### src/logic/pdp_bus_pkg.sv
/*
 * PDP-11 style memory bus definitions
 * address and data types, arbiter states and the I/O page map
 */
package pdp_bus_pkg;

   // 22-bit physical byte address
   typedef logic [21:0] paddr_t;
   typedef logic [15:0] word_t;
   // DMA devices only reach the low 256 KB
   typedef logic [17:0] dma_addr_t;

   typedef enum logic [2:0]
   {
      idle        = 3'd0,
      cpu_grant   = 3'd1,
      dma_grant_0 = 3'd4,
      dma_grant_1 = 3'd5,
      dma_grant_2 = 3'd6,
      dma_grant_3 = 3'd7
   } grant_state_t;

   // top 8 KB of the physical space
   localparam paddr_t iopage_base     = 22'o17760000;
   localparam paddr_t switch_reg_addr = 22'o17777570;
   // csr, address, count and pattern at word offsets 0 to 3
   localparam paddr_t dma_reg_base    = 22'o17777400;

   // DMA csr bits
   localparam int csr_go   = 0;
   localparam int csr_ie   = 6;
   localparam int csr_done = 7;

endpackage

### src/logic/bus_switch.sv
/*
 * Bus switch
 * latches CPU requests, decodes memory or I/O page, shares memory with DMA
 */
`timescale 1ns/100ps

module bus_switch
#(
   parameter int mem_words = 4096
)
(
   input  logic                   clk,
   input  logic                   reset,
   // CPU port
   input  pdp_bus_pkg::paddr_t    bus_addr,
   input  pdp_bus_pkg::word_t     bus_data_in,
   input  logic                   bus_rd,
   input  logic                   bus_wr,
   input  logic                   bus_byte_op,
   input  logic                   bus_arbitrate,
   output pdp_bus_pkg::word_t     bus_data_out,
   output logic                   bus_ack,
   output logic                   bus_error,
   // memory port
   output pdp_bus_pkg::paddr_t    ram_addr,
   output pdp_bus_pkg::word_t     ram_wdata,
   output logic                   ram_rd,
   output logic                   ram_wr,
   output logic                   ram_byte_op,
   input  pdp_bus_pkg::word_t     ram_rdata,
   // I/O page port
   output pdp_bus_pkg::paddr_t    io_addr,
   output pdp_bus_pkg::word_t     io_wdata,
   output logic                   io_rd,
   output logic                   io_wr,
   output logic                   io_byte_op,
   input  pdp_bus_pkg::word_t     io_rdata,
   input  logic                   io_no_decode,
   // DMA port
   input  logic                   dma_req,
   input  pdp_bus_pkg::dma_addr_t dma_addr,
   input  pdp_bus_pkg::word_t     dma_wdata,
   input  logic                   dma_wr,
   output logic                   dma_ack
);

   import pdp_bus_pkg::*;

   grant_state_t grant_state;
   logic         cpu_req;
   logic         grant_cpu;
   logic         grant_dma;
   paddr_t       hold_addr;
   word_t        hold_data;
   logic         hold_rd;
   logic         hold_wr;
   logic         hold_byte_op;
   logic         iopage_access;
   logic         ram_present;

   assign cpu_req = bus_rd || bus_wr;

   grant_arbiter arbiter
   (
      .clk           (clk),
      .reset         (reset),
      .cpu_req       (cpu_req),
      .dma_req       (dma_req),
      .bus_arbitrate (bus_arbitrate),
      .grant_state   (grant_state)
   );

   assign grant_cpu = grant_state == cpu_grant;
   assign grant_dma = grant_state inside {dma_grant_0, dma_grant_1, dma_grant_2, dma_grant_3};

   // request captured in every idle cycle, held through the grant
   always_ff @(posedge clk)
   begin
      if (reset)
      begin
         hold_rd <= 1'b0;
         hold_wr <= 1'b0;
      end
      else if (grant_state == idle)
      begin
         hold_rd <= bus_rd;
         hold_wr <= bus_wr;
      end
   end

   always_ff @(posedge clk)
   begin
      if (grant_state == idle)
      begin
         hold_addr    <= bus_addr;
         hold_data    <= bus_data_in;
         hold_byte_op <= bus_byte_op;
      end
   end

   assign iopage_access = hold_addr >= iopage_base;
   // word index against the fitted memory size
   assign ram_present = 32'(hold_addr[21:1]) < 32'(mem_words);

   // memory port, DMA owns it during a burst
   assign ram_addr    = grant_dma ? {4'b0, dma_addr} : hold_addr;
   assign ram_wdata   = grant_dma ? dma_wdata : hold_data;
   assign ram_byte_op = grant_dma ? 1'b0 : hold_byte_op;
   assign ram_rd      = grant_cpu && hold_rd && !iopage_access && ram_present;
   assign ram_wr      = grant_dma ? dma_wr
                                  : grant_cpu && hold_wr && !iopage_access && ram_present;

   assign io_addr    = hold_addr;
   assign io_wdata   = hold_data;
   assign io_byte_op = hold_byte_op;
   assign io_rd      = grant_cpu && hold_rd && iopage_access;
   assign io_wr      = grant_cpu && hold_wr && iopage_access;

   assign bus_data_out = iopage_access ? io_rdata : ram_rdata;
   assign bus_ack      = !cpu_req || grant_cpu;
   assign bus_error    = grant_cpu && (iopage_access ? io_no_decode : !ram_present);
   assign dma_ack      = grant_dma && dma_req;

   // memory and I/O page writes come from different grant states
   assert property (@(posedge clk) disable iff (reset) !(ram_wr && io_wr));

endmodule

### src/logic/grant_arbiter.sv
/*
 * Memory grant arbiter
 * one-cycle CPU grants, or DMA bursts of up to four writes
 */
`timescale 1ns/100ps

module grant_arbiter
(
   input  logic                      clk,
   input  logic                      reset,
   input  logic                      cpu_req,
   input  logic                      dma_req,
   input  logic                      bus_arbitrate,
   output pdp_bus_pkg::grant_state_t grant_state
);

   import pdp_bus_pkg::*;

   grant_state_t state_next;

   always_comb
   begin
      state_next = idle;
      case (grant_state)
         idle:
         begin
            // DMA only when the CPU lets go of the bus
            if (dma_req && bus_arbitrate)
               state_next = dma_grant_0;
            else if (cpu_req)
               state_next = cpu_grant;
         end
         dma_grant_0:
            if (dma_req)
               state_next = dma_grant_1;
         dma_grant_1:
            if (dma_req)
               state_next = dma_grant_2;
         dma_grant_2:
            if (dma_req)
               state_next = dma_grant_3;
         // cpu_grant and the last burst cycle
         default:
            state_next = idle;
      endcase
   end

   always_ff @(posedge clk)
   begin
      if (reset)
         grant_state <= idle;
      else
         grant_state <= state_next;
   end

   // a CPU cycle hands the bus back before any burst
   assert property (@(posedge clk) disable iff (reset)
      grant_state == cpu_grant |=>
         !(grant_state inside {dma_grant_0, dma_grant_1, dma_grant_2, dma_grant_3}));

endmodule

### config.mk
export PLATFORM = sky130hd
export DESIGN_NAME = bus_switch
export DESIGN_NICKNAME = d
export VERILOG_FILES = /design/src/logic/pdp_bus_pkg.sv /design/src/logic/bus_switch.sv /design/src/logic/grant_arbiter.sv
export SDC_FILE = /design/constraint.sdc
export NUM_CORES = 1
export LEC_CHECK = 0
export ABC_AREA = 0
export CAP_MARGIN = 20
export CORE_AREA = 5 5 79 81
export DETAILED_ROUTE_END_ITERATION = 16
export DIE_AREA = 0 0 84 86
export DONT_BUFFER_PORTS = 1
export PLACE_DENSITY = 0.58
export SLEW_MARGIN = 20
export SYNTH_ARGS = -nofsm -noshare
export SYNTH_HDL_FRONTEND = slang
export SYNTH_SLANG_ARGS = --single-unit
### constraint.sdc
create_clock -name clk -period 9.2 [get_ports clk]
set_input_delay 0.46 -clock clk [delete_from_list [all_inputs] [get_ports clk]]
set_output_delay 0.46 -clock clk [all_outputs]
set_load 0.005 [all_outputs]
* Word level (Yosys, flattened, before mapping)
Index checks and enable logic that the tools add are counted.
** Cells by class
- Order comparisons :: 2
- Reductions and logical operators :: 18
- Muxes and demuxes :: 12
- Equal/unequal tests :: 5
** Operators with widths (number)
- two-way mux 16 bit :: 2
- greater-or-equal comparator 22 bit (second input constant) :: 1
- two-way mux 22 bit :: 1
- less-than comparator 21 x 13 -> 1 bit (second input constant) :: 1
- equality test 3 bit (second input constant) :: 4
- two-way mux 3 bit :: 4
- case mux 3 bit (4 select lines) :: 1
- logical AND 1 bit :: 11
- two-way mux 1 bit :: 4
- nonzero test 4 bit :: 1
- equality test 3 x 1 -> 1 bit (second input constant) :: 1
- zero test 1 bit :: 3
- zero test 3 bit :: 1
- logical OR 1 bit :: 2
** Storage, ports and cells
- Bits of input ports :: 113
- Register bits after elaboration :: 44

* Depth between registers and ports, before layout
- Depth in word-level cells :: 5
- Depth in mapped cells :: 5
- Depth with buffers taken out :: 3

* By module
A second synthesis with hierarchy kept.
** Second synthesis, totals
- Cell total of the unflattened synthesis :: 141
- Area total of the unflattened synthesis :: 2159.6 um^2
** Modules (own cells, without submodules)
- bus_switch :: area each 2020.7 um^2, times used 1, cells each 128
- grant_arbiter :: area each 138.9 um^2, times used 1, cells each 13

* Worst setup path before layout
No wires, ideal clock.
- Kind :: register to register
- Start :: register arbiter.grant_state[2]
- End :: register hold_rd
- Path buffers :: 1
- Slack :: 5.287 ns
- Library setup time :: 0.117 ns
- Stages on the path, launching flop included :: 5
- Clock period less this slack :: 3.913 ns
- Arrival :: 3.796 ns
- Cells stage by stage :: dfxtp_1 clkbuf_1 nor3_1 mux2i_1 nor2_1
** Between the ends
- Word-level cells in the longest chain between the ends :: 1
** Ends and longest elaborated chain
- from (decl) :: RTL line grant_arbiter.sv:14 : output pdp_bus_pkg::grant_state_t grant_state
- from (signal assigned) :: RTL line grant_arbiter.sv:51 : grant_state <= idle;
- from (signal assigned) :: RTL line grant_arbiter.sv:53 : grant_state <= state_next;
- zero test 3 bit :: RTL line bus_switch.sv:84 : else if (grant_state == idle)
- to (signal assigned) :: RTL line bus_switch.sv:86 : hold_rd <= bus_rd;
- to (decl) :: RTL line bus_switch.sv:55 : logic hold_rd;
No other way between the ends.
A chain may end at the register's enable or synchronous reset.

* Final worst setup path
- Start :: register hold_addr[13], in the netlist io_addr[13]
- End :: output bus_data_out[0]
** Between the ends
- Word-level cells in the longest chain between the ends :: 2
** Ends and longest elaborated chain
- from (decl) :: RTL line bus_switch.sv:53 : paddr_t hold_addr;
- from (signal assigned) :: RTL line bus_switch.sv:95 : hold_addr <= bus_addr;
- greater-or-equal comparator 22 bit :: RTL line bus_switch.sv:101 : assign iopage_access = hold_addr >= iopage_base;
- two-way mux 16 bit :: RTL line bus_switch.sv:119 : assign bus_data_out = iopage_access ? io_rdata : ram_rdata;
- to (decl) :: RTL line bus_switch.sv:21 : output pdp_bus_pkg::word_t bus_data_out,
No other way between the ends.

==> metrics <==
CP top delay family=simple AND/OR/NAND/NOR gates; area grow syn2layout=7.65%; worst slew pin tran=0.992 ns; Core Footprint=0.00541 mm2; post-synth top area share=54.7%; Design Area, Final=0.00231 mm2; Buffers on Ports=0; drt drc=0; worst-skew pair later-pin latency=0.29 ns; die height=86 um; Filler Cell Count=484; CP Launch Type=flip-flop; setup bufs post-CTS=0; fin crit period=2.45 ns; CP Buf/Inv Count=0; clk slew on worst S/H paths=0.08 ns; Total Power=0.000452 W; WL final=6080 um; period utilisation layout=26.6%; CP Cell Sequence=nand3_1 > or3_1 > mux2_2; GRT overflow=0; Final Util=42.7%; Max VDD drop=0.0973 mV; Antenna Nets Post-Route=0; routability cong.=0.835; Post-Syn Instances=140; area leader, netlist=edfxtp_1; cts bufs inserted=5; Req. time, crit path=8.74 ns; drt pass-1 iters=4; initial core utilization=39.6%; CTS tree=built; Hold Path Class=in -> reg; clock skew=0.00335 ns; IO Pins=214; critical path class=reg -> out; global router's overall resource usage=15.8%; Vias=1,303; most frequent cells after synthesis=mux2_2, edfxtp_1, nor2_1; Hold-fix buffers, CTS=0; RSZ-0062 raised after global routing=false; final setup violation count=0; clock root buffer=clkbuf_8; fin. max-slew vios=0; crit path DAT=1.99 ns; sequential share of the synthesized area=59.3%; Hold Vio Cnt, Final=0; placement row count=27; Pwr per Cell Area=196 mW/mm2; critical path endpoint category=output pin; antenna violations before repair=4; per-cell routed wire length=28.3 um; number of synthesized flops with an enable pin=39; die area=0.00722 mm2; Max H-tree Level=2; Crit Path Max Fanout=19; Post-Syn Nets=253; Highest Clock Rate=408 MHz; Avg Inst Size Synth=15.3 um2; Synth cell types=27; Yosys warnings=0; status=finished clean; count leader, synth=mux2_2; initial drt markers=42; # resized after CTS=0; Hold WS=0.231 ns; Leak Pwr=0.817 nW; max_slew headroom=33.9%; Longest Clk Path Bufs=2; CP max stage delay=0.66 ns; synthesized flop and latch total=44; Async SR Flop Fraction=0%; slowest stage cell, crit path=or3_1; Mapped Area=0.00214 mm2; vias in the first global route=1,485; largest net degree at the start of global routing=47; ys flop type=edfxtp_1; total negative setup slack=0 ns; maxcap violations=0; first-pass GRT wire length=8730 um; Die X=84 um; dpl cell area=0.00219 mm2; TritonCTS Sinks=44; synth top area cells=edfxtp_1, mux2_2, mux2_4; vias per cell=6.06; Final nets=254; share of cells above drive strength 1=43.7%
layout make-up:
type	instances	area, um2	share of cell area [%]
Sequential cell	44	1270	55.2
Multi-Input combinational cell	89	822	35.6
Tap cell	72	90.1	3.91
Clock buffer	5	68.8	2.98
Clock inverter	3	42.5	1.84
Timing Repair Buffer	1	7.51	0.326
Antenna cell	1	2.50	0.109
metal layers:
layer / vias to the layer above / track usage [%] / share of wire, %
met5: - / 0 / 0.64
met3: 12 / 10.7 / 14
li1: 534 / - / -
met1: 620 / 13.6 / 30
met2: 131 / 29.2 / 53
met4: 6 / 4.82 / 1.5
flip-flops by register name, summed over array words and instances (netlist names):
signal / flops
io_byte_op: 1
arbiter.grant_state: 3
hold_rd: 1
io_wdata: 16
io_addr: 22
hold_wr: 1
cell usage in the layout, fill, tap and decap left out, drive strengths merged:
master / Yosys / routed
and4b: 1 / 1
mux2i: 2 / 2
a22oi: 1 / 1
nor4: 1 / 1
nand4: 1 / 1
dfxtp: 5 / 5
nand3: 2 / 2
or2: 1 / 1
clkinv: 0 / 1
buf: 5 / 1
nor2: 9 / 9
nand2: 5 / 5
or3: 1 / 1
edfxtp: 39 / 39
o21ai: 1 / 1
nor3b: 2 / 2
a2111oi: 1 / 1
mux2: 50 / 50
and2: 1 / 1
nor2b: 5 / 5
o21a: 1 / 1
clkinvlp: 0 / 1
clkbuf: 2 / 5
bufinv: 0 / 1
diode: 0 / 1
nor3: 2 / 2
o211a: 1 / 1
xor2: 1 / 1
through the flow:
| stage | worst slack, ns | cells |
|---|---|---|
| finish | 6.75 | 215 |
| global route | 6.60 | 215 |
| CTS | 6.70 | 214 |
| detailed placement | 7.03 | 206 |
| global placement | 7.10 | 206 |
| floorplan | 5.29 | 140 |
worst paths after layout:
path	startpoint	to	slack, ns	depth (start not counted)
setup / recovery	io_addr[13]	bus_data_out[0]	6.75	3
hold / removal	reset	arbiter.grant_state[2]	0.23	1
setup reg to reg	arbiter.grant_state[2]	io_wdata[6]	7.31	2
hold reg to reg	hold_wr	hold_wr	0.50	2
worst reg2reg max path, stage by stage, from the launching register on:
cell and delay, ns:
dfxtp_2 0.61, nor3_2 0.41, buf_4 0.50
power by group:
| part | total [W] | internal (W) | leakage, nW | switching [W] |
|---|---|---|---|---|
| logic | 0.0000482 | 0.0000241 | 0.327 | 0.0000240 |
| clock network | 0.000142 | 0.0000803 | 0.0541 | 0.0000621 |
| registers | 0.000262 | 0.000242 | 0.436 | 0.0000201 |
logic make-up after synthesis:
kind of cell              count (synthesis)  share of synthesized area [%]
muxes                                    52                           28.4
DFF                                      44                           59.3
and+or+nand+nor                          31                           7.48
buffers and inverters                     7                           2.51
AOI/OAI and AO/OA                         5                           1.81
xor gates and xnor gates                  1                          0.409
(Power assumes the default switching activity.)
