## src/logic/pdp_bus_pkg.sv

```systemverilog
/*
 * PDP-11 style memory bus definitions
 * address and data types, arbiter states and the I/O page map
 */
package pdp_bus_pkg;

   // 22-bit physical byte address
   typedef logic [21:0] paddr_t;
   typedef logic [15:0] word_t;
   // DMA devices only reach the low 256 KB
   typedef logic [17:0] dma_addr_t;

   typedef enum logic [2:0]
   {
      idle        = 3'd0,
      cpu_grant   = 3'd1,
      dma_grant_0 = 3'd4,
      dma_grant_1 = 3'd5,
      dma_grant_2 = 3'd6,
      dma_grant_3 = 3'd7
   } grant_state_t;

   // top 8 KB of the physical space
   localparam paddr_t iopage_base     = 22'o17760000;
   localparam paddr_t switch_reg_addr = 22'o17777570;
   // csr, address, count and pattern at word offsets 0 to 3
   localparam paddr_t dma_reg_base    = 22'o17777400;

   // DMA csr bits
   localparam int csr_go   = 0;
   localparam int csr_ie   = 6;
   localparam int csr_done = 7;

endpackage

```

## src/logic/iopage_decode.sv

```systemverilog
/*
 * I/O page decoder
 * selects the switch register or the DMA registers, flags undecoded addresses
 */
`timescale 1ns/100ps

module iopage_decode
(
   input  logic                clk,
   input  logic                reset,
   input  pdp_bus_pkg::paddr_t io_addr,
   input  pdp_bus_pkg::word_t  io_wdata,
   input  logic                io_rd,
   input  logic                io_wr,
   input  logic                io_byte_op,
   output pdp_bus_pkg::word_t  io_rdata,
   output logic                io_no_decode,
   input  pdp_bus_pkg::word_t  switches,
   // DMA register port
   output logic                dma_reg_sel,
   output logic [1:0]          dma_reg_offset,
   output logic                dma_reg_wr,
   output logic                dma_reg_byte_op,
   output logic                dma_reg_byte_hi,
   output pdp_bus_pkg::word_t  dma_reg_wdata,
   input  pdp_bus_pkg::word_t  dma_reg_rdata
);

   import pdp_bus_pkg::*;

   logic io_access;
   logic sw_hit;
   logic dma_hit;

   assign io_access = io_rd || io_wr;
   // odd byte addresses hit the same word
   assign sw_hit  = io_addr[21:1] == switch_reg_addr[21:1];
   assign dma_hit = io_addr[21:3] == dma_reg_base[21:3];

   assign dma_reg_sel     = io_access && dma_hit;
   assign dma_reg_offset  = io_addr[2:1];
   assign dma_reg_wr      = io_wr;
   assign dma_reg_byte_op = io_byte_op;
   assign dma_reg_byte_hi = io_addr[0];
   assign dma_reg_wdata   = io_wdata;

   always_comb
   begin
      io_rdata = '0;
      if (sw_hit)
         io_rdata = switches;
      else if (dma_hit)
         io_rdata = dma_reg_rdata;
   end

   // switch register writes fall through silently
   assign io_no_decode = io_access && !sw_hit && !dma_hit;

   // each I/O access is a single grant cycle
   assert property (@(posedge clk) disable iff (reset)
      io_access |=> !io_access);

endmodule

```

## config.mk

```make
export PLATFORM = sky130hd
export DESIGN_NAME = iopage_decode
export DESIGN_NICKNAME = d
export VERILOG_FILES = /design/src/logic/pdp_bus_pkg.sv /design/src/logic/iopage_decode.sv
export SDC_FILE = /design/constraint.sdc
export NUM_CORES = 1
export LEC_CHECK = 0
export BUFFER_PORTS_ARGS = -buffer_cell sky130_fd_sc_hd__buf_4
export CAP_MARGIN = 20
export CORE_MARGIN = 10
export CORE_UTILIZATION = 24
export DETAILED_ROUTE_END_ITERATION = 16
export PLACE_DENSITY = 0.85
export SLEW_MARGIN = 40
export SYNTH_ARGS = -nofsm -noshare
export SYNTH_HDL_FRONTEND = slang
export SYNTH_SLANG_ARGS = --single-unit
```

## constraint.sdc

```tcl
create_clock -name vclk -period 2.05
set_clock_uncertainty 0.1 [all_clocks]
set_input_delay 0.41 -clock vclk [all_inputs]
set_output_delay 0.41 -clock vclk [all_outputs]
set_load 0.02 [all_outputs]
```

* Word-level counts from Yosys, hierarchy flattened
Index checks and enable logic that the tools add are counted.
W data, S select, Z words.
** Storage, ports and cells
- Register bits :: 0
- Output and inout port bits :: 39
- Word-level logic and storage cells :: 10
** Operators by class
- Equality and inequality tests :: 2
- Mux-type cells :: 2
- Reductions and logical operators :: 6
** Operator list (count)
- $mux W16 :: 2
- $eq A21 B21 Y1 const B :: 1
- $eq A19 B19 Y1 const B :: 1
- $logic_and A1 B1 Y1 :: 3
- $logic_not A1 Y1 :: 2
- $logic_or A1 B1 Y1 :: 1

* Depth between registers and ports, before layout
Gate-level depths: netlist of the first run.
- Depth in word-level cells :: 4
- Gate-level depth with buffers :: 5
- Mapped depth without buffers :: 3

* Worst setup path before layout of the first run
Ideal clock, no wire load.
- Path kind :: input-to-output
- Start point :: input port io_addr[7]
- End point :: output port io_rdata[0]
- Data arrival time :: 1.649 ns
- Path slack :: -0.109 ns
- Stages on the path :: 5
- Cell sequence :: nand4b_1 -> or4_1 -> buf_6 -> buf_8 -> nor2_1
** Between the ends
- Longest elaborated chain between the ends :: 3
** Ends and longest elaborated chain
- from (decl) :: RTL line iopage_decode.sv:11 : input pdp_bus_pkg::paddr_t io_addr,
- $eq A19 B19 Y1 :: RTL line iopage_decode.sv:38 : assign dma_hit = io_addr[21:3] == dma_reg_base[21:3];
- $mux W16 :: RTL line iopage_decode.sv:52 : else if (dma_hit)
- $mux W16 (*) :: RTL line iopage_decode.sv:50 : if (sw_hit)
- to (decl) :: RTL line iopage_decode.sv:16 : output pdp_bus_pkg::word_t io_rdata,
Every way passes the cells marked *; elsewhere a longest branch is shown, timed or not.

* Final worst setup path of the first run
- Start point :: input port io_addr[19]
- End point :: output port io_rdata[14]
Same word-level chain as after synthesis.

==> out/metrics.yaml, run 1 <==
outcome: "finished, violations left"
failed_checks: "negative setup slack"
syn_to_final_growth_pct: 126
power.switching_uw: 43.3
ant_nets: 0
irDropWorstVdd_v: 0.0000659
placed_cell_area_um2: 976
antenna_found_initial: 0
internal_power_uw: 82.7
final_area_um2: 1110
period_share_pct: 102
synth_seq_area_share_pct: 0
switching_share_pct: 34.4
power.share.clock_pct: 0
hold_buffers: 0
drt_iter0_drc: 31
dpl_worst_slack_ps: -228
die_x_um: 65.3
yosysWarnings: 0
rsz0062_at_grt: "yes"
synthMuxAreaShare_pct: 0
place_congestion: 0.817
fillers: 175
wl_per_cell_um: 19.7
slowest_delay_ps: 580
max_freq_mhz: 478
sequentialPowerShare_pct: 0
layout_min_cycle_time_ps: 2090
criticalPathCategory: "in2out"
endpoint_kind: "output port"
drive_gt1_share_pct: 81.5
synth.net_count: 146
synth_top_area_share_pct: 32.0
path_cells: "buf_4 -> nand3_1 -> or4_4 -> buf_12 -> nor2_2 -> buf_6"
die-height_um: 65.3
wirelength_mm: 2.98
overflow: 0
grt_pass1_vias: 875
grt_max_degree: 19
core_area_um2: 1960
final_nets: 201
critPathArrivalTime_ps: 1580
viasPerCell: 5.07
holdCritPathClass: "in2out"
hold_viol_final: 0
vias: 766
start_util_pct: 25.1
synth_area_um2: 493
powerDensity_nw_per_um2: 113
ff_latch_area_um2: 0
path_max_fanout: 11
yosys-top-cells-count: "buf_4 (21), nor2_1 (18), a32oi_1 (16)"
crit_required_ps: 1540
comb_power_share_pct: 100.0
instances_no_fill: 151
slowest_stage: "or4_4"
avgSynthCellArea_um2: 6.94
synth_top_area_cell: "buf_4"
final_max_slew_viol_count: 0
synth_top_family_by_area: "buffers and inverters"
port_buffers: 76
multi_input_area_um2: 374
drc: 0
hpwlAfterDp_mm: 2.42
firstDrtPassIters: 4
die_area_um2: 4270
synth_compound_area_share_pct: 32.5
cts_setup_buffers: 0
start_kind: "input pin"
worstMarginPinSlew_ps: 332
synth_most_common_cell: "buf_4"
synth_simple_gate_area_share_pct: 26.6
grt_pass1_wl_mm: 4.26
grtUsageTotal_pct: 11.8
synth.area.top_cells: "buf_4 (32%), a32oi_1 (28%), nor2_1 (14%), nor4_4 (4.3%), buf_8 (3.0%)"
num-clock-buffers: 0
drv_cap: 0
relSlewSlack_pct: 77.8
synthAdderAreaFrac_pct: 0
tns_ps: -162
syn_inst: 71
hold_depth: 0
setup_ws_ps: -40.2
p_leak_uw: 0.000452
synthDistinctLibCells: 16
ios: 114
n_antenna_cell: 0
finalSetupViolCount: 12
rows: 16
dp_cells: 151
synth-xor-area-share_pct: 0
seq_cells: 0
## placed cells by master (no fill, tap or decap), drive strengths merged
| master | synthesis | layout |
|---|---|---|
| buf | 25 | 80 |
| a21oi | 1 | 1 |
| and4 | 1 | 1 |
| nand4b | 1 | 1 |
| o22a | 1 | 1 |
| nor4 | 1 | 1 |
| a32oi | 16 | 16 |
| o21ai | 1 | 1 |
| nand4 | 2 | 2 |
| nand3 | 1 | 1 |
| or4 | 1 | 1 |
| nor2 | 18 | 18 |
## metal layers
layer	track usage, %	vias to the layer above	wire length (um)
met3	9.15	6	531
met5	0	-	0
met2	21.6	67	1520
met4	1.87	0	40
li1	-	359	-
met1	10.0	334	885
## timing repair
item	4_1_cts	5_1_grt
endpoints found under the setup margin	18	18
pin swaps	1	3
resized for setup	19	18
## metrics by stage
stage | utilization, % | power (uW) | hold slack [ps]
3_3_place_gp | 49.7 | 118 | 720
5_1_grt | 56.7 | 136 | 720
6_report | 56.7 | 126 | 720
4_1_cts | 53.1 | 123 | 720
2_1_floorplan | - | 79.7 | 833
3_5_place_dp | 49.7 | 122 | 720
## worst paths after layout
| path | start | to | slack [ps] |
|---|---|---|---|
| worst max-delay path | io_addr[19] | io_rdata[14] | -40 |
| worst min-delay path | io_byte_op | dma_reg_byte_op | 720 |
## power groups by stage
stage / clock network [uW] / logic [uW] / registers, uW
after floorplan: 0 / 79.7 / 0
after global placement: 0 / 118 / 0
after detailed placement: 0 / 122 / 0
after CTS: 0 / 123 / 0
after global routing: 0 / 136 / 0
final: 0 / 126 / 0
## cell type report
| type | instances | share of cell area (%) |
|---|---|---|
| Timing Repair Buffer | 80 | 63.3 |
| Multi-Input combinational cell | 44 | 33.6 |
| Tap cell | 27 | 3.04 |
## kinds of logic (layout without fill, tap and decap cells)
| logic type | count (synthesis) | after routing |
|---|---|---|
| compound gates | 19 | 19 |
| buf+inv | 27 | 80 |
| simple gates | 25 | 25 |
## worst max-delay path: cells and delay by family
| kind | cells | cell delay, ps |
|---|---|---|
| AND/OR/NAND/NOR | 3 | 780 |
| buffers and inverters | 3 | 380 |
(Power assumes the default switching activity.)
==> inputs of run 2 (changes only) <==
- CORE_MARGIN: 10 -> default
==> run 2 against run 1 <==
  * The run still ends with negative setup slack left
  * Clock-buffer cell count unchanged
  * Critical path depth stayed put
  * Via count decreased by 0.78%
  * Combinational power up 3%
  * First-iteration DRC count down 71%
  * Core utilization is 4.2 points higher
  * Wire length decreased by 22%
  * Setup slack improved by 10 ps
  * Sequential share of layout area stayed put
  * Worst hold slack barely moved
  * Critical path type unchanged
  * Critical endpoint is now io_rdata[6]
  * Largest cell class unchanged
==> out/metrics.yaml, run 2 (synthesis gave the netlist of run 1 again) <==
outcome: "finished, violations left"
failed_checks: "negative setup slack"
setup_ws_ps: -30.2  # +10.0 ps
busiest_layer: "met2"
place_congestion: 0.733  # -10%
internal_power_uw: 84.3  # +1.9%
p_leak_uw: 0.000469  # +3.7%
max_freq_mhz: 481  # +0.48%
switching_share_pct: 35.2  # +0.78 points
relSlewSlack_pct: 77.2  # -0.63 points
power.share.clock_pct: 0  # unchanged
instances_no_fill: 153  # +1.3%
drive_gt1_share_pct: 81.7  # +0.29 points
crit_family: "simple AND/OR/NAND/NOR gates"
layout_min_cycle_time_ps: 2080  # -10.0 ps
cp_num_buf_inv: 3  # unchanged
final_cell_mix: "buf_4 (59), buf_6 (19), a32oi_1 (16), nor2_4 (16)"
n_antenna_cell: 0  # unchanged
viasPerCell: 4.97  # -2.1%
grtUsageTotal_pct: 17.9  # +6.1 points
start_util_pct: 25.4  # +0.26 points
wl_per_cell_um: 15.2  # -23%
endpoint_kind: "output port"
power.switching_uw: 45.7  # +5.4%
rows: 16  # unchanged
grt_max_degree: 19  # unchanged
worstMarginPinSlew_ps: 342  # +9.47 ps
critPathArrivalTime_ps: 1570  # about the same
grt_use_met1_pct: 18.4  # +8.4 points
holdCritPathClass: "in2out"
wirelength_mm: 2.33  # -22%
final_core_util_pct: 60.9  # +4.2 points
grt_pass1_vias: 713  # -19%
drv_cap: 0  # unchanged
hold_viol_final: 0  # unchanged
num-clock-buffers: 0  # unchanged
ant_nets: 0  # unchanged
grt_pass1_wl_mm: 2.95  # -31%
placed_cell_area_um2: 978  # +0.26%
slowest_stage: "or4_4"
die-height_um: 47.3  # -28%
powerDensity_nw_per_um2: 110  # -3.0%
criticalPathCategory: "in2out"
die_x_um: 47.3  # -28%
fin_hold_ws_ps: 720  # -0.00200 ps
drc: 0  # unchanged
syn_to_final_growth_pct: 140
overflow: 0  # unchanged
period_share_pct: 101  # -0.49 points
irDropWorstVdd_v: 0.0000909  # +38%
grt_util_met2_pct: 37.0  # +15 points
start_kind: "input pin"
firstDrtPassIters: 4  # unchanged
antenna_found_initial: 0  # unchanged
ios: 114  # unchanged
fillers: 190  # +8.6%
core_area_um2: 1940  # -1.0%
final_area_um2: 1180  # +6.3%
sequentialPowerShare_pct: 0  # unchanged
drt_iter0_drc: 9  # -71%
vias: 760  # -0.78%
comb_power_share_pct: 100.0  # about the same
final_nets: 203  # +1.0%
die_area_um2: 2240  # -48%
slowest_delay_ps: 610  # +30 ps
met3_usage_pct: 2.31  # -6.8 points
mostFrequentLayoutCell: "buf_4"
seq_cells: 0  # unchanged
hpwlAfterDp_mm: 1.67  # -31%
finalSetupViolCount: 14  # +2
path_max_fanout: 6  # -5
final_max_slew_viol_count: 0  # unchanged
dp_cells: 153  # +1.3%
rsz0062_at_grt: "yes"
crit_required_ps: 1540  # about the same
port_buffers: 76  # unchanged
hold_buffers: 0  # unchanged
ff_latch_area_um2: 0  # unchanged
path_cells: "buf_4 -> nand4_1 -> or4_4 -> buf_12 -> nor2_4 -> buf_6"
run 2: metal layers:
layer,part of all wire (%),vias up
met2,59,54
met4,1.8,0
met5,0,-
met3,7.8,6
met1,31,337
li1,-,363
run 2: area by class of cell:
class / count / area (um^2) / area share [%]
well taps: 27 / 33.8 / 2.86
multi-input cells: 44 / 422 / 35.7
repair buffers: 82 / 727 / 61.5
run 2: final timing paths:
path / startpoint / to / depth (start not counted)
worst max-delay path: io_addr[11] / io_rdata[6] / 6
worst min-delay path: io_wdata[6] / dma_reg_wdata[6] / 0
run 2: per-stage QoR:
step | power (uW) | worst slack, ps | TNS (ps)
global placement | 120 | -230 | -3710
floorplan | 79.7 | -41.6 | -416
CTS | 126 | -21.8 | -171
detailed placement | 123 | -247 | -3870
finish | 130 | -30.2 | -184
global route | 139 | -88.0 | -996
run 2: power by group through the flow:
stage / registers [uW] / clock network, uW / logic [uW]
floorplan: 0 / 0 / 79.7
global placement: 0 / 0 / 120
detailed placement: 0 / 0 / 123
CTS: 0 / 0 / 126
global route: 0 / 0 / 139
finish: 0 / 0 / 130
run 2: timing repair:
item | CTS | global route
setup buffers | 0 | 0
setup endpoints to repair | 18 | 17
endpoints found under the hold margin | 0 | 0
gates resized for setup | 26 | 25
pin swaps | 9 | 12
