File: src/logic/pdp_bus_pkg.sv
/*
 * PDP-11 style memory bus definitions
 * address and data types, arbiter states and the I/O page map
 */
package pdp_bus_pkg;

   // 22-bit physical byte address
   typedef logic [21:0] paddr_t;
   typedef logic [15:0] word_t;
   // DMA devices only reach the low 256 KB
   typedef logic [17:0] dma_addr_t;

   typedef enum logic [2:0]
   {
      idle        = 3'd0,
      cpu_grant   = 3'd1,
      dma_grant_0 = 3'd4,
      dma_grant_1 = 3'd5,
      dma_grant_2 = 3'd6,
      dma_grant_3 = 3'd7
   } grant_state_t;

   // top 8 KB of the physical space
   localparam paddr_t iopage_base     = 22'o17760000;
   localparam paddr_t switch_reg_addr = 22'o17777570;
   // csr, address, count and pattern at word offsets 0 to 3
   localparam paddr_t dma_reg_base    = 22'o17777400;

   // DMA csr bits
   localparam int csr_go   = 0;
   localparam int csr_ie   = 6;
   localparam int csr_done = 7;

endpackage

File: src/logic/block_fill_dma.sv
/*
 * Block fill DMA controller
 * writes pattern + k to count words from a start address, then interrupts
 */
`timescale 1ns/100ps

module block_fill_dma
#(
   parameter pdp_bus_pkg::word_t dma_vector = 16'o220
)
(
   input  logic                   clk,
   input  logic                   reset,
   input  logic                   dma_reg_sel,
   input  logic [1:0]             dma_reg_offset,
   input  logic                   reg_wr,
   input  logic                   reg_byte_op,
   input  logic                   reg_byte_hi,
   input  pdp_bus_pkg::word_t     reg_wdata,
   output pdp_bus_pkg::word_t     dma_reg_rdata,
   output logic                   dma_req,
   output pdp_bus_pkg::dma_addr_t dma_addr,
   output pdp_bus_pkg::word_t     dma_wdata,
   output logic                   dma_wr,
   input  logic                   dma_ack,
   output logic                   bus_int,
   output pdp_bus_pkg::word_t     bus_int_vector,
   input  logic                   interrupt_ack
);

   import pdp_bus_pkg::*;

   typedef enum logic [1:0] {idle, filling, finish} dma_state_t;

   dma_state_t state;
   logic       ie;
   logic       done;
   logic       reg_write;
   logic       csr_wr;
   logic       go;
   word_t      addr_reg;
   word_t      count_reg;
   word_t      pattern_reg;
   dma_addr_t  cur_addr;
   word_t      cur_count;
   word_t      cur_data;

   // byte writes replace only their own lane
   function automatic word_t merge(input word_t old_val, input word_t new_val,
                                   input logic byte_op, input logic byte_hi);
      if (!byte_op)
         return new_val;
      return byte_hi ? {new_val[15:8], old_val[7:0]} : {old_val[15:8], new_val[7:0]};
   endfunction

   assign reg_write = dma_reg_sel && reg_wr;
   // csr bits all live in the low byte
   assign csr_wr = reg_write && dma_reg_offset == 2'd0 && !(reg_byte_op && reg_byte_hi);
   assign go     = csr_wr && reg_wdata[csr_go] && state == idle;

   always_ff @(posedge clk)
   begin
      if (reg_write)
      begin
         case (dma_reg_offset)
            2'd1: addr_reg <= merge(addr_reg, reg_wdata, reg_byte_op, reg_byte_hi);
            2'd2: count_reg <= merge(count_reg, reg_wdata, reg_byte_op, reg_byte_hi);
            2'd3: pattern_reg <= merge(pattern_reg, reg_wdata, reg_byte_op, reg_byte_hi);
            default: ;
         endcase
      end
      if (go)
      begin
         cur_addr  <= {2'b0, addr_reg};
         cur_count <= count_reg;
         cur_data  <= pattern_reg;
      end
      else if (dma_wr)
      begin
         cur_addr  <= cur_addr + 18'd2;
         cur_count <= cur_count - 16'd1;
         cur_data  <= cur_data + 16'd1;
      end
   end

   always_ff @(posedge clk)
   begin
      if (reset)
      begin
         state   <= idle;
         ie      <= 1'b0;
         done    <= 1'b1;
         bus_int <= 1'b0;
      end
      else
      begin
         if (csr_wr)
            ie <= reg_wdata[csr_ie];
         if (interrupt_ack)
            bus_int <= 1'b0;
         case (state)
            idle:
               if (go)
               begin
                  // an empty block completes at once
                  done  <= count_reg == '0;
                  state <= (count_reg == '0) ? idle : filling;
               end
            filling:
               if (dma_wr && cur_count == 16'd1)
               begin
                  done  <= 1'b1;
                  state <= finish;
                  if (ie)
                     bus_int <= 1'b1;
               end
            default:
               state <= idle;
         endcase
      end
   end

   always_comb
   begin
      dma_reg_rdata = '0;
      case (dma_reg_offset)
         2'd0:
         begin
            dma_reg_rdata[csr_done] = done;
            dma_reg_rdata[csr_ie]   = ie;
         end
         2'd1: dma_reg_rdata = addr_reg;
         2'd2: dma_reg_rdata = count_reg;
         default: dma_reg_rdata = pattern_reg;
      endcase
   end

   assign dma_req        = state == filling;
   assign dma_wr         = dma_req && dma_ack;
   assign dma_addr       = cur_addr;
   assign dma_wdata      = cur_data;
   assign bus_int_vector = dma_vector;

   // the switch only grants a live request
   assert property (@(posedge clk) disable iff (reset) dma_ack |-> dma_wr);
   // bursts are capped at four writes
   assert property (@(posedge clk) disable iff (reset) dma_wr [*4] |=> !dma_wr);

endmodule

File: config.mk
export PLATFORM = sky130hd
export DESIGN_NAME = block_fill_dma
export DESIGN_NICKNAME = d
export VERILOG_FILES = /design/src/logic/pdp_bus_pkg.sv /design/src/logic/block_fill_dma.sv
export SDC_FILE = /design/constraint.sdc
export NUM_CORES = 1
export LEC_CHECK = 0
export BUFFER_PORTS_ARGS = -buffer_cell sky130_fd_sc_hd__buf_2
export CORE_MARGIN = 2
export CORE_UTILIZATION = 51
export DETAILED_ROUTE_END_ITERATION = 7
export MAX_ROUTING_LAYER = met4
export PLACE_DENSITY_LB_ADDON = 0.3
export SYNTH_ARGS = -nofsm -noshare
export SYNTH_HDL_FRONTEND = slang
export SYNTH_SLANG_ARGS = --single-unit
File: constraint.sdc
create_clock -name clk -period 2.5 [get_ports clk]
set_input_delay 0 -clock clk [delete_from_list [all_inputs] [get_ports clk]]
set_output_delay 0 -clock clk [all_outputs]
set_load 0.02 [all_outputs]
# Yosys cells after proc, flatten, opt, wreduce, memory -nomap -nowiden
# Cells that the tools add are included.
# classes
addsub	3
n_eq_ne	10
muxes	32
reduce_logical	25
# op_table
cell	n
$mux 16	11
$pmux 8 s3	1
$reduce_and 3->1	7
$add 18x2->18 const B	1
$pmux 6 s3	1
$add 16x1->16 const B	1
$eq 16x1->1 const B	1
$logic_not 16->1	1
$sub 16x1->16 const B	1
$mux 1	14
$reduce_bool 2->1	5
$logic_and 1x1->1	8
$ne 2x1->1 const B	4
$pmux 2 s3	1
$eq 2x1->1 const B	2
$eq 2x2->1 const B	2
$logic_not 2->1	2
$mux 2	2
$pmux 2 s2	1
$ne 2x2->1 const B	1
$pmux 1 s2	1
$reduce_and 2->1	1
$logic_not 1->1	1
# word_totals
reg_bits	103
wordCells	84

# Depth between registers and ports, before layout
# logic_depth
ltp_word	7
depth_mapped	7
ltp_nobuf	6

# Worst setup path after synthesis
# OpenSTA, ideal clock, no wires.
# synth_path
path_type	reg2reg
from	reg state[0]
to	reg cur_count[0], enable pin
setup_ns	0.405
t_arrival_ns	1.992
path_slack_ns	0.102
path_stages_with_launch	5
n_path_buf	1
period_less_slack_ns	2.398
cell_sequence	dfxtp_1 nor3b_1 nand4_2 clkbuf_1 nand2_1
# synth_via
elab_chain_cells	3
elab_cells_between_ends	5
cone_classes	eq/ne: 1; reduce/logical: 4
# synth_rtl
element	line	text
from (decl)	block_fill_dma.sv:35	dma_state_t state;
from (signal assigned)	block_fill_dma.sv:90	state <= idle;
from (signal assigned)	block_fill_dma.sv:107	state <= (count_reg == '0) ? idle : filling;
from (signal assigned)	block_fill_dma.sv:113	state <= finish;
$eq 2x1->1 / $logic_not 2->1 (equally long branches)	block_fill_dma.sv:138, block_fill_dma.sv:59	
$logic_and 1x1->1, on equally long branches	block_fill_dma.sv:139, block_fill_dma.sv:59	
$reduce_bool 2->1 (no source line) (*)	--	
to (signal assigned)	block_fill_dma.sv:75	cur_count <= count_reg;
to (signal assigned)	block_fill_dma.sv:81	cur_count <= cur_count - 16'd1;
to (decl)	block_fill_dma.sv:45	word_t cur_count;
# Every way passes the cells marked *; elsewhere a longest branch is shown, timed or not.
# A chain may end at the register's enable or synchronous reset.

# Final worst setup path
# layout_path
from	reg cur_count[1]
to	reg bus_int
# layout_via
elab_chain_cells	4
# layout_rtl
element	line	text
$eq 16x1->1	block_fill_dma.sv:110	if (dma_wr && cur_count == 16'd1)
$logic_and 1x1->1	block_fill_dma.sv:110	
$mux 1	block_fill_dma.sv:110	
$mux 1	block_fill_dma.sv:101	case (state)
to (signal assigned)	block_fill_dma.sv:93	bus_int <= 1'b0;
to (signal assigned)	block_fill_dma.sv:100	bus_int <= 1'b0;
to (signal assigned)	block_fill_dma.sv:115	bus_int <= 1'b1;
to (decl)	block_fill_dma.sv:26	output logic bus_int,
# No other way between the ends.

==> results.sh <==
export IMPL_diodes=0
export IMPL_via_count=3918
export IMPL_antenna_found_initial=0
export IMPL_max_slew_margin_pct=45.2
export IMPL_nets=581
export IMPL_ir_worst_vdd_mv=0.298
export IMPL_io_pins=95
export IMPL_syn_inst=457
export IMPL_largest_reg_flops=18
export IMPL_routed_wl_met2_um=5960
export IMPL_wl_per_cell_um=18.4
export IMPL_hold_depth=2
export IMPL_start_util_pct=51.7
export IMPL_seq_area_um2=3020
export IMPL_ys_seq_area_share_pct=57.7
export IMPL_cts_resized=0
export IMPL_path_delay_family="simple AND/OR/NAND/NOR gates"
export IMPL_slowest_delay_ps=550
export IMPL_route_met3_wl_um=769
export IMPL_yosysWarnings=0
export IMPL_grt_pass1_vias=3715
export IMPL_period_share_pct=90.9
export IMPL_hold_class="in -> reg"
export IMPL_viasPerCell=5.66
export IMPL_fin_skew_ps=11.1
export IMPL_regToRegSetupSlack_ps=230
export IMPL_cpMaxStageDelayCell="dlygate4sd3_1"
export IMPL_outcome="finished, final reports clean"
export IMPL_synth_avg_cell_area_um2=11.5
export IMPL_p_leak_nw=2.13
export IMPL_insertion_delay_ps=370
export IMPL_p_per_area_nw_per_um2=547
export IMPL_multiInputGateArea_um2=2050
export IMPL_rsz0062_at_grt="false"
export IMPL_tightest_slew_ps=819
export IMPL_ant_nets=0
export IMPL_synth_area_um2=5240
export IMPL_die_w_um=105
export IMPL_crit_arrival_ps=2600
export IMPL_grt_max_degree=31
export IMPL_grt_pass1_wl_um=19900
export IMPL_finalCoreUtilization_pct=60.6
export IMPL_first_pass_iters=5
export IMPL_synthArstFlopShare_pct=0
export IMPL_place_gp_congestion=0.894
export IMPL_clkTransAtPathRegs_ps=100
export IMPL_hold_viol=0
export IMPL_syn_to_final_growth_pct=17.3
export IMPL_top_layer_used="met4"
export IMPL_ctsLongestPathBuffers=2
export IMPL_htree_levels=3
export IMPL_num_fill_cells=828
export IMPL_place_ws_ps=589
export IMPL_cp_depth=7
export IMPL_drt_iter0_drc=367
export IMPL_crit_fanout=4
export IMPL_rows=37
export IMPL_cts_tree="yes"
export IMPL_path_class="reg -> reg"
export IMPL_end_kind="register"
export IMPL_worst_ep_required_time_ps=2820
export IMPL_cp_start_kind="register"
export IMPL_slew_violations=0
export IMPL_ys_seq_elements=103
export IMPL_coreArea_um2=10100
export IMPL_cts_root_buf="clkbuf_8"
export IMPL_min_period_ps=2270
export IMPL_fp_dieH_um=105
export IMPL_max_freq_mhz=440
export IMPL_cts_sinks=103
export IMPL_grt_overflow=0
export IMPL_grt_util_all_layers_pct=24.1
export IMPL_cp_cell_sequence="inv_1 > ha_1 > or4b_1 > nor3_4 > nand3_1 > a21oi_1 > dlygate4sd3_1"
export IMPL_finalWorstSetupSlack_ps=228
export IMPL_fin_setup_tns_ps=0
export IMPL_drv_cap=0
export IMPL_wl_met1_um=5750
export IMPL_ys_types=48
export IMPL_synth_edf_count=96
export IMPL_cts_inserted_buffers=9
export IMPL_drc=0
export IMPL_dieArea_um2=11100
export IMPL_ys_flop_type="edfxtp_1"
export IMPL_io_buffers=78
export IMPL_rr_worst_depth=7
export IMPL_path_buf_inv=2
export IMPL_setup_violations=0
export IMPL_drive_gt1_share_pct=23.0
export IMPL_drt_wl_total_um=12700
export IMPL_dp_hpwl_um=9350
## per-layer routing
| layer | global-route usage (%) | vias up |
|---|---|---|
| met5 | - | - |
| met4 | 8.10 | 0 |
| met3 | 3.53 | 16 |
| met2 | 36.9 | 165 |
| met1 | 33.3 | 1901 |
| li1 | - | 1836 |
## cells in the mapped netlist, drive strengths merged (2+ instances only)
library cell	instances	area share (%)
nor2	25	1.8
nor3b	2	0.29
and4	3	0.50
a31oi	5	0.60
or3	7	0.93
nand2b	5	0.60
a21oi	9	0.93
nand2	64	4.6
inv	6	0.43
conb	2	0.14
a22o	14	2.3
and2	21	2.5
nand4	12	1.6
or4	4	0.64
xor2	18	3.0
mux2	15	3.3
o21ai	39	3.7
mux4	2	0.86
nand3	14	1.5
dfxtp	7	2.7
ha	4	0.96
nor2b	2	0.24
nor3	7	0.88
clkbuf	12	0.86
buf	22	2.9
edfxtp	96	55
nor4	12	1.7
xnor2	17	2.8
## worst paths after layout
| path | endpoint | from |
|---|---|---|
| setup reg to reg | bus_int$_SDFF_PP0_ | cur_count[1]$_DFFE_PP_ |
| setup / recovery | bus_int$_SDFF_PP0_ | cur_count[1]$_DFFE_PP_ |
| hold reg to reg | dma_addr[17]$_SDFFE_PP0P_ | dma_addr[17]$_SDFFE_PP0P_ |
| hold / removal | count_reg[0]$_DFFE_PP_ | reg_wdata[0] |
## metrics by stage
stage                     area [µm²]  hold WS (ps)  std cells  power [mW]
after floorplan                 5290          69.1        471        2.16
after global placement          5760           222        659        2.24
after detailed placement        5760           223        659        2.24
after CTS                       6140          1.86        692        3.37
after global routing            6140          28.0        692        3.45
final                           6140          12.3        692        3.36
## cell usage in the layout (no fill, tap or decap), types with 2 or more instances in the layout
master / count
conb_1: 16
nand2b_1: 5
and4_1: 3
mux4_2: 2
inv_1: 5
mux2_2: 14
dlygate4sd3_1: 17
nor2b_1: 2
nor3b_1: 2
edfxtp_1: 96
buf_4: 5
a21oi_1: 8
nor4_1: 11
nand3_1: 12
a31oi_1: 5
clkbuf_8: 10
nand4_1: 11
buf_2: 78
or4_1: 3
or3_1: 6
clkbuf_1: 2
nand2_1: 63
xor2_1: 18
nand3_2: 2
nor3_1: 6
ha_1: 4
buf_12: 3
and2_1: 21
dfxtp_1: 7
o21ai_0: 39
nor2_1: 25
xnor2_1: 17
a22o_1: 14
## logic make-up after synthesis
| family | Yosys count | share of synthesized area (%) |
|---|---|---|
| simple gates | 184 | 18.7 |
| flops | 103 | 57.7 |
| compound gates | 71 | 8.19 |
| buf+inv | 40 | 4.15 |
| xor+xnor | 35 | 5.85 |
| mux | 18 | 4.35 |
| fa+ha+maj | 4 | 0.955 |
| other cells | 2 | 0.143 |
## report_power, final
| group | switching, mW | internal [mW] | total (mW) |
|---|---|---|---|
| clock network | 0.579 | 0.556 | 1.14 |
| registers | 0.0315 | 1.92 | 1.95 |
| logic | 0.167 | 0.109 | 0.276 |
| total | 0.777 | 2.58 | 3.36 |
## final cells by class
cell class	instances	share of cell area, %
timing repair buffer	103	10.7
tap	136	2.77
clock buffer	13	2.77
multi-input combinational	328	33.4
sequential	103	49.2
inverter	6	0.367
clock inverter	3	0.753
## timing repair
item / 4_1_cts / 5_1_grt
setup endpoints to repair: 0 / 0
buffers inserted: 0 / 0
hold buffers: 17 / 0
hold endpoints to repair: 48 / 0
Note: power is estimated with default switching activity, not from simulation.
